### src/verilog/addr_pkg.sv
// Shared widths, address windows, register map and bus types for the
// per-thread address translation stage.
`default_nettype none

package addr_pkg;

    localparam int ADDR_WIDTH   = 16;
    localparam int THREAD_COUNT = 8;
    localparam int THREAD_WIDTH = 3;

    typedef logic [ADDR_WIDTH-1:0]   addr_t;
    typedef logic [THREAD_WIDTH-1:0] thread_t;

    // high-memory and I/O windows, never overlapping.
    localparam addr_t HIGHMEM_BASE  = 16'hE000;
    localparam addr_t HIGHMEM_COUNT = 16'h1000;
    localparam addr_t IO_BASE       = 16'hFF00;
    localparam addr_t IO_COUNT      = 16'h0100;

    localparam int AXI_ADDR_WIDTH = 8;
    localparam int AXI_DATA_WIDTH = 32;

    // thread n offset sits at base + 4n.
    localparam logic [AXI_ADDR_WIDTH-1:0] OFFSET_REG_BASE = 8'h00;

    localparam logic [1:0] RESP_OKAY   = 2'b00;
    localparam logic [1:0] RESP_SLVERR = 2'b10;

    typedef struct packed {
        logic  valid;
        addr_t addr;
    } addr_req_t;

    typedef struct packed {
        logic    valid;
        thread_t thread;
        logic    raw;
        addr_t   addr;
    } addr_res_t;

endpackage

`default_nettype wire
### src/verilog/addr_unit.sv
// Address translation stage top. Thread counter, offset table, translator
// and the AXI4-Lite offset register block.
`default_nettype none

module addr_unit (
    input  logic                                  clock,
    input  logic                                  reset,
    input  addr_pkg::addr_req_t                   req,
    output addr_pkg::addr_res_t                   res,
    input  logic [addr_pkg::AXI_ADDR_WIDTH-1:0]   awaddr,
    input  logic                                  awvalid,
    output logic                                  awready,
    input  logic [addr_pkg::AXI_DATA_WIDTH-1:0]   wdata,
    input  logic [addr_pkg::AXI_DATA_WIDTH/8-1:0] wstrb,
    input  logic                                  wvalid,
    output logic                                  wready,
    output logic [1:0]                            bresp,
    output logic                                  bvalid,
    input  logic                                  bready,
    input  logic [addr_pkg::AXI_ADDR_WIDTH-1:0]   araddr,
    input  logic                                  arvalid,
    output logic                                  arready,
    output logic [addr_pkg::AXI_DATA_WIDTH-1:0]   rdata,
    output logic [1:0]                            rresp,
    output logic                                  rvalid,
    input  logic                                  rready
);
    import addr_pkg::*;

    thread_t current_thread;
    thread_t next_thread;
    addr_t   offset;
    logic    write_enable;
    thread_t write_thread;
    addr_t   write_offset;
    thread_t host_thread;
    addr_t   host_offset;

    thread_counter counter0 (
        .clock          (clock),
        .reset          (reset),
        .current_thread (current_thread),
        .next_thread    (next_thread)
    );

    offset_table table0 (
        .clock        (clock),
        .reset        (reset),
        .write_enable (write_enable),
        .write_thread (write_thread),
        .write_offset (write_offset),
        .next_thread  (next_thread),
        .offset       (offset),
        .host_thread  (host_thread),
        .host_offset  (host_offset)
    );

    addr_translator translator0 (
        .clock          (clock),
        .reset          (reset),
        .current_thread (current_thread),
        .offset         (offset),
        .req            (req),
        .res            (res)
    );

    offset_csr csr0 (
        .clock        (clock),
        .reset        (reset),
        .awaddr       (awaddr),
        .awvalid      (awvalid),
        .awready      (awready),
        .wdata        (wdata),
        .wstrb        (wstrb),
        .wvalid       (wvalid),
        .wready       (wready),
        .bresp        (bresp),
        .bvalid       (bvalid),
        .bready       (bready),
        .araddr       (araddr),
        .arvalid      (arvalid),
        .arready      (arready),
        .rdata        (rdata),
        .rresp        (rresp),
        .rvalid       (rvalid),
        .rready       (rready),
        .write_enable (write_enable),
        .write_thread (write_thread),
        .write_offset (write_offset),
        .host_thread  (host_thread),
        .host_offset  (host_offset)
    );

endmodule

`default_nettype wire

### src/verilog/offset_csr.sv
// AXI4-Lite slave exposing the eight per-thread offset registers.
`default_nettype none

module offset_csr (
    input  logic                                  clock,
    input  logic                                  reset,
    input  logic [addr_pkg::AXI_ADDR_WIDTH-1:0]   awaddr,
    input  logic                                  awvalid,
    output logic                                  awready,
    input  logic [addr_pkg::AXI_DATA_WIDTH-1:0]   wdata,
    input  logic [addr_pkg::AXI_DATA_WIDTH/8-1:0] wstrb,
    input  logic                                  wvalid,
    output logic                                  wready,
    output logic [1:0]                            bresp,
    output logic                                  bvalid,
    input  logic                                  bready,
    input  logic [addr_pkg::AXI_ADDR_WIDTH-1:0]   araddr,
    input  logic                                  arvalid,
    output logic                                  arready,
    output logic [addr_pkg::AXI_DATA_WIDTH-1:0]   rdata,
    output logic [1:0]                            rresp,
    output logic                                  rvalid,
    input  logic                                  rready,
    output logic                                  write_enable,
    output addr_pkg::thread_t                     write_thread,
    output addr_pkg::addr_t                       write_offset,
    output addr_pkg::thread_t                     host_thread,
    input  addr_pkg::addr_t                       host_offset
);
    import addr_pkg::*;

    typedef logic [AXI_ADDR_WIDTH-1:0] axi_addr_t;

    // word aligned and inside the eight registers.
    function automatic logic reg_hit(input axi_addr_t addr);
        axi_addr_t rel;
        rel = addr - OFFSET_REG_BASE;
        return (rel[1:0] == 2'b00) && (rel < axi_addr_t'(THREAD_COUNT * 4));
    endfunction

    function automatic thread_t reg_index(input axi_addr_t addr);
        axi_addr_t rel;
        rel = addr - OFFSET_REG_BASE;
        return rel[THREAD_WIDTH+1:2];
    endfunction

    logic write_ready;
    logic write_fire;
    logic write_hit;
    logic read_ready;
    logic read_fire;
    logic read_hit;

    // write channel. wstrb is taken as full word.
    assign awready      = write_ready;
    assign wready       = write_ready;
    assign write_fire   = write_ready && awvalid && wvalid;
    assign write_hit    = reg_hit(awaddr);
    assign write_enable = write_fire && write_hit;
    assign write_thread = reg_index(awaddr);
    assign write_offset = wdata[ADDR_WIDTH-1:0];

    always_ff @(posedge clock) begin
        if (reset) begin
            write_ready <= 1'b0;
            bvalid      <= 1'b0;
        end else begin
            // AW and W taken together, never with a response still pending.
            write_ready <= !write_ready && !bvalid && awvalid && wvalid;
            if (write_fire) begin
                bvalid <= 1'b1;
            end else if (bvalid && bready) begin
                bvalid <= 1'b0;
            end
        end
    end

    always_ff @(posedge clock) begin
        if (write_fire) begin
            bresp <= write_hit ? RESP_OKAY : RESP_SLVERR;
        end
    end

    // read channel.
    assign arready     = read_ready;
    assign read_fire   = read_ready && arvalid;
    assign read_hit    = reg_hit(araddr);
    assign host_thread = reg_index(araddr);

    always_ff @(posedge clock) begin
        if (reset) begin
            read_ready <= 1'b0;
            rvalid     <= 1'b0;
        end else begin
            read_ready <= !read_ready && !rvalid && arvalid;
            if (read_fire) begin
                rvalid <= 1'b1;
            end else if (rvalid && rready) begin
                rvalid <= 1'b0;
            end
        end
    end

    always_ff @(posedge clock) begin
        if (read_fire) begin
            if (read_hit) begin
                rdata <= {{(AXI_DATA_WIDTH - ADDR_WIDTH){1'b0}}, host_offset};
                rresp <= RESP_OKAY;
            end else begin
                rdata <= '0;
                rresp <= RESP_SLVERR;
            end
        end
    end

endmodule

`default_nettype wire

### src/verilog/addr_translator.sv
// Two-stage address translator. Adds the current thread's offset unless the
// address falls in the high-memory or I/O window.
`default_nettype none

module addr_translator (
    input  logic                clock,
    input  logic                reset,
    input  addr_pkg::thread_t   current_thread,
    input  addr_pkg::addr_t     offset,
    input  addr_pkg::addr_req_t req,
    output addr_pkg::addr_res_t res
);
    import addr_pkg::*;

    function automatic logic in_window(input addr_t addr, input addr_t base,
                                       input addr_t count);
        addr_t rel;
        rel = addr - base;
        return (addr >= base) && (rel < count);
    endfunction

    logic    in_highmem;
    logic    in_io;

    logic    s1_valid;
    thread_t s1_thread;
    addr_t   s1_raw_addr;
    addr_t   s1_offset_addr;
    logic    s1_use_raw;

    logic    s2_valid;
    thread_t s2_thread;
    logic    s2_raw;
    addr_t   s2_addr;

    assign in_highmem = in_window(req.addr, HIGHMEM_BASE, HIGHMEM_COUNT);
    assign in_io      = in_window(req.addr, IO_BASE, IO_COUNT);

    // stage 1.
    always_ff @(posedge clock) begin
        if (reset) begin
            s1_valid <= 1'b0;
        end else begin
            s1_valid <= req.valid;
        end
    end

    always_ff @(posedge clock) begin
        s1_thread      <= current_thread;
        s1_raw_addr    <= req.addr;
        s1_offset_addr <= req.addr + offset;
        s1_use_raw     <= in_highmem || in_io;
    end

    // stage 2 picks raw or translated.
    always_ff @(posedge clock) begin
        if (reset) begin
            s2_valid <= 1'b0;
        end else begin
            s2_valid <= s1_valid;
        end
    end

    always_ff @(posedge clock) begin
        s2_thread <= s1_thread;
        s2_raw    <= s1_use_raw;
        s2_addr   <= s1_use_raw ? s1_raw_addr : s1_offset_addr;
    end

    assign res = '{valid: s2_valid, thread: s2_thread, raw: s2_raw, addr: s2_addr};

endmodule

`default_nettype wire

### src/verilog/offset_table.sv
// Per-thread offset registers with a registered look-ahead read for the
// translator and a combinational read for host readback.
`default_nettype none

module offset_table (
    input  logic              clock,
    input  logic              reset,
    input  logic              write_enable,
    input  addr_pkg::thread_t write_thread,
    input  addr_pkg::addr_t   write_offset,
    input  addr_pkg::thread_t next_thread,
    output addr_pkg::addr_t   offset,
    input  addr_pkg::thread_t host_thread,
    output addr_pkg::addr_t   host_offset
);
    import addr_pkg::*;

    addr_t offsets [THREAD_COUNT];

    always_ff @(posedge clock) begin
        if (reset) begin
            for (int i = 0; i < THREAD_COUNT; i++) begin
                offsets[i] <= '0;
            end
        end else if (write_enable) begin
            offsets[write_thread] <= write_offset;
        end
    end

    // read for next_thread so the value is ready when it becomes current.
    // a write lands here one cycle later, hence the 2 cycle apply delay.
    always_ff @(posedge clock) begin
        if (reset) begin
            offset <= '0;
        end else begin
            offset <= offsets[next_thread];
        end
    end

    assign host_offset = offsets[host_thread];

endmodule

`default_nettype wire

### src/verilog/thread_counter.sv
// Round-robin thread counter for the barrel scheduler, one thread per cycle.
`default_nettype none

module thread_counter (
    input  logic              clock,
    input  logic              reset,
    output addr_pkg::thread_t current_thread,
    output addr_pkg::thread_t next_thread
);
    import addr_pkg::*;

    localparam thread_t LAST_THREAD = thread_t'(THREAD_COUNT - 1);

    // the table looks one thread ahead.
    always_comb begin
        if (current_thread == LAST_THREAD) begin
            next_thread = '0;
        end else begin
            next_thread = current_thread + thread_t'(1);
        end
    end

    always_ff @(posedge clock) begin
        if (reset) begin
            current_thread <= '0;
        end else begin
            current_thread <= next_thread;
        end
    end

endmodule

`default_nettype wire

### config.mk
export PLATFORM = sky130hd
export DESIGN_NAME = addr_unit
export DESIGN_NICKNAME = d
export VERILOG_FILES = /design/src/verilog/addr_pkg.sv /design/src/verilog/addr_unit.sv /design/src/verilog/offset_csr.sv /design/src/verilog/addr_translator.sv /design/src/verilog/offset_table.sv /design/src/verilog/thread_counter.sv
export SDC_FILE = /design/constraint.sdc
export NUM_CORES = 1
export LEC_CHECK = 0
export ABC_AREA = 1
export BUFFER_PORTS_ARGS = -buffer_cell sky130_fd_sc_hd__buf_2
export CAP_MARGIN = 10
export CORE_MARGIN = 2
export CORE_UTILIZATION = 35
export DETAILED_ROUTE_END_ITERATION = 10
export SLEW_MARGIN = 20
export SYNTH_ARGS = -nofsm -noshare
export SYNTH_HDL_FRONTEND = slang
export SYNTH_SLANG_ARGS = --single-unit
### constraint.sdc
create_clock -name clock -period 6.6 [get_ports clock]
set_input_delay 1.32 -clock clock [delete_from_list [all_inputs] [get_ports clock]]
set_output_delay 1.32 -clock clock [all_outputs]
set_load 0.02 [all_outputs]
==> out/metrics.cfg <==
[status]
status=finished, final reports clean

[placement]
io_buffers=99
gp_congestion=0.8189
dp_hpwl_um=17380
dp_slack_ns=2.467

[min_path]
hold_path_depth=0
whs_endpoint=translator0.s2_thread[0]
hold_start=translator0.s1_thread[0]
hp-class=flop to flop

[final_layout]
final_cell_mix=nor2_1 (244), o21ai_0 (172), nand2_1 (163), edfxtp_1 (146), inv_1 (104)
diodes=0
final_common_cell=nor2_1
layout.nets=1329
syn2layout_area_growth_pct=13.52
nFillCells=2928
drive_gt1_share_pct=13.43

[die]
initial_core_util_pct=35.54
fp.dieH_um=177.3
rows=63
fp.dieArea_um2=31420
die_w_um=177.3
ioPinCount=138
core_um2=29560

[pwr]
p_leak_uw=0.005167
combPwrFrac_pct=15.7
power.switching_uw=965.3
clkPwrFrac_pct=36.3
power_density_nw_per_um2=293.7
ir_worst_vdd_v=0.0002381
p_int_uw=2538
total_power_uw=3503
p_seq_share_pct=48.0
swShare_pct=27.56

[setup_path]
crit_family=simple AND/OR/NAND/NOR gates
critPathCaptureType=flop
cp_slowest_cell=nand2_1
r2r_end=table0.offset[5]
worstReg2RegStart=counter0.current_thread[0]
cp.arrival_ns=3.78
worstPathMaxFanout=17
cp_data_required_time_ns=6.74
ff2ff_setup_slack_ns=3.22
crit_type=primary input to flop
cpPeakStageDelay_ns=1.00
r2r_cells=10
critPathLaunchType=primary input
worstSetupStartpoint=awaddr[1]
cp_cell_sequence=buf_2 -> nor4_4 -> nand4_2 -> nand2_1
critPathBufInv=1

[global_routing]
grt_pass1_wl_um=42320
antenna_found_initial=2
grt_pass1_vias=7808
grt_use_total_pct=17.36
grt-ovfl-total=0
grt_max_degree=98

[timing]
fin_tns_setup_ns=0
fmax_mhz=274.5
postLayoutSetupSlackWorst_ns=2.956
hold_viol=0
setup_violations=0
post-route-period-util_pct=55.21
skew_ns=0.01533
maxSlewHeadroom_pct=34.31
worst_slew_pin_slew_ns=0.9830
hold_slack_ns=0.3308
grt_setup_unrepaired=false
min_period_ns=3.644
slew_violations=0

[synthesis]
syn_inst=1164
ys_types=31
syn_avg_cell_area_um2=9.026
ys_seq_area_share_pct=57.16
synth_area_um2=10510
ys_ff_latch=227
ys.warnings.count=0

[drt]
drcViolationCount=0
wl_per_cell_um=16.72
drt_first_iter_violations=897
vias_per_cell=5.024
drt-total-wl_um=27440
dr.pass1.iters=6
num_vias=8244
drtAntennaViolNets=0

[clock_tree]
cts-root-buf=clkbuf_16
clk_pin_slew_ns=0.06
clock_sinks=227
cts_buffer_depth=3
ctsHtreeMaxLevel=1
cts_buffers=24
clk_latency_ns=0.53
cts_setup_buffers=0
postCtsHoldBufs=0
cts_tree=yes
ctsResizeCount=0

[run]
maxCapViolCount=0

==> cell families after synthesis <==
family	count (synthesis)	synth area share [%]
compound gates	264	12.98
xor+xnor	8	0.6669
fa+ha+maj	19	2.334
buf+inv	187	8.027
flops	227	57.16
mux	16	1.715
other cells	1	0.03569
simple gates	442	17.08
==> routing by layer <==
layer  vias to the layer above  GRT usage, %  share of wire (%)
li1                       3967             -                  -
met1                      3854         23.38                 43
met2                       365         28.23                 46
met3                        56         3.243                8.1
met4                         2         5.635                3.0
met5                         -             0              0.047
==> registers in the layout, summed over array words and instances (netlist names), 3 cells and up <==
register and cells:
translator0.s2_thread 3, translator0.s1_offset_addr 16, counter0.current_thread 3, translator0.s1_raw_addr 16
table0.offset 16, translator0.s2_addr 16, translator0.s1_thread 3, csr0.rdata 16
table0.offsets 128
==> how the worst max path moves through the flow <==
| stage | end | slack, ns | cells after the start |
|---|---|---|---|
| final | table0.offsets[7][13] | 2.96 | 4 |
| after global routing | table0.offsets[5][12] | 2.84 | 6 |
| after CTS | table0.offsets[7][10] | 3.02 | 4 |
| after detailed placement | table0.offsets[7][10] | 2.47 | 4 |
| after global placement | table0.offsets[7][12] | 2.55 | 4 |
| after floorplan | table0.offsets[6][0] | 3.49 | 4 |
==> final cells by class <==
class	instances	area [um2]	area share, %
Clock buffer	33	675.6	5.665
Sequential cell	227	6006	50.36
Timing Repair Buffer	107	555.5	4.658
Inverter	107	401.6	3.368
Multi-Input combinational cell	767	3737	31.34
Tap cell	390	488.0	4.091
Clock inverter	10	62.56	0.5246
==> Yosys cell counts (all sizes together) <==
| cell type | n | share of area (%) |
|---|---|---|
| or2 | 1 | 0.060 |
| xnor2 | 2 | 0.17 |
| mux2 | 16 | 1.7 |
| o21ai | 172 | 8.2 |
| nand3b | 1 | 0.071 |
| nor2 | 246 | 8.8 |
| nand2 | 163 | 5.8 |
| ha | 18 | 2.1 |
| xor2 | 6 | 0.50 |
| clkinv | 3 | 0.11 |
| inv | 104 | 3.7 |
| dfxtp | 81 | 15 |
| o211ai | 16 | 1.1 |
| fa | 1 | 0.19 |
| nand3 | 14 | 0.67 |
| edfxtp | 146 | 42 |
| o22ai | 2 | 0.12 |
| nor3 | 4 | 0.19 |
| nand4 | 10 | 1.1 |
| nor4 | 3 | 0.38 |
| conb | 1 | 0.036 |
| buf | 40 | 2.8 |
| clkbuf | 40 | 1.4 |
| a21oi | 74 | 3.5 |
==> per-stage QoR <==
stage	std cells	area, um2	util (%)
3_3_place_gp	1598	11190	37.85
4_1_cts	1641	11930	40.35
2_1_floorplan	1181	10570	-
3_5_place_dp	1598	11190	37.85
5_1_grt	1641	11930	40.35
6_report	1641	11930	40.35
==> power groups by stage <==
stage / logic, uW / registers, uW / clock network, uW
finish: 551 / 1680 / 1270
global route: 620 / 1690 / 1350
CTS: 552 / 1680 / 1290
detailed placement: 549 / 1710 / 0
global placement: 542 / 1710 / 0
floorplan: 339 / 1750 / 0
No activity file was read; power rests on OpenSTA's default activity.
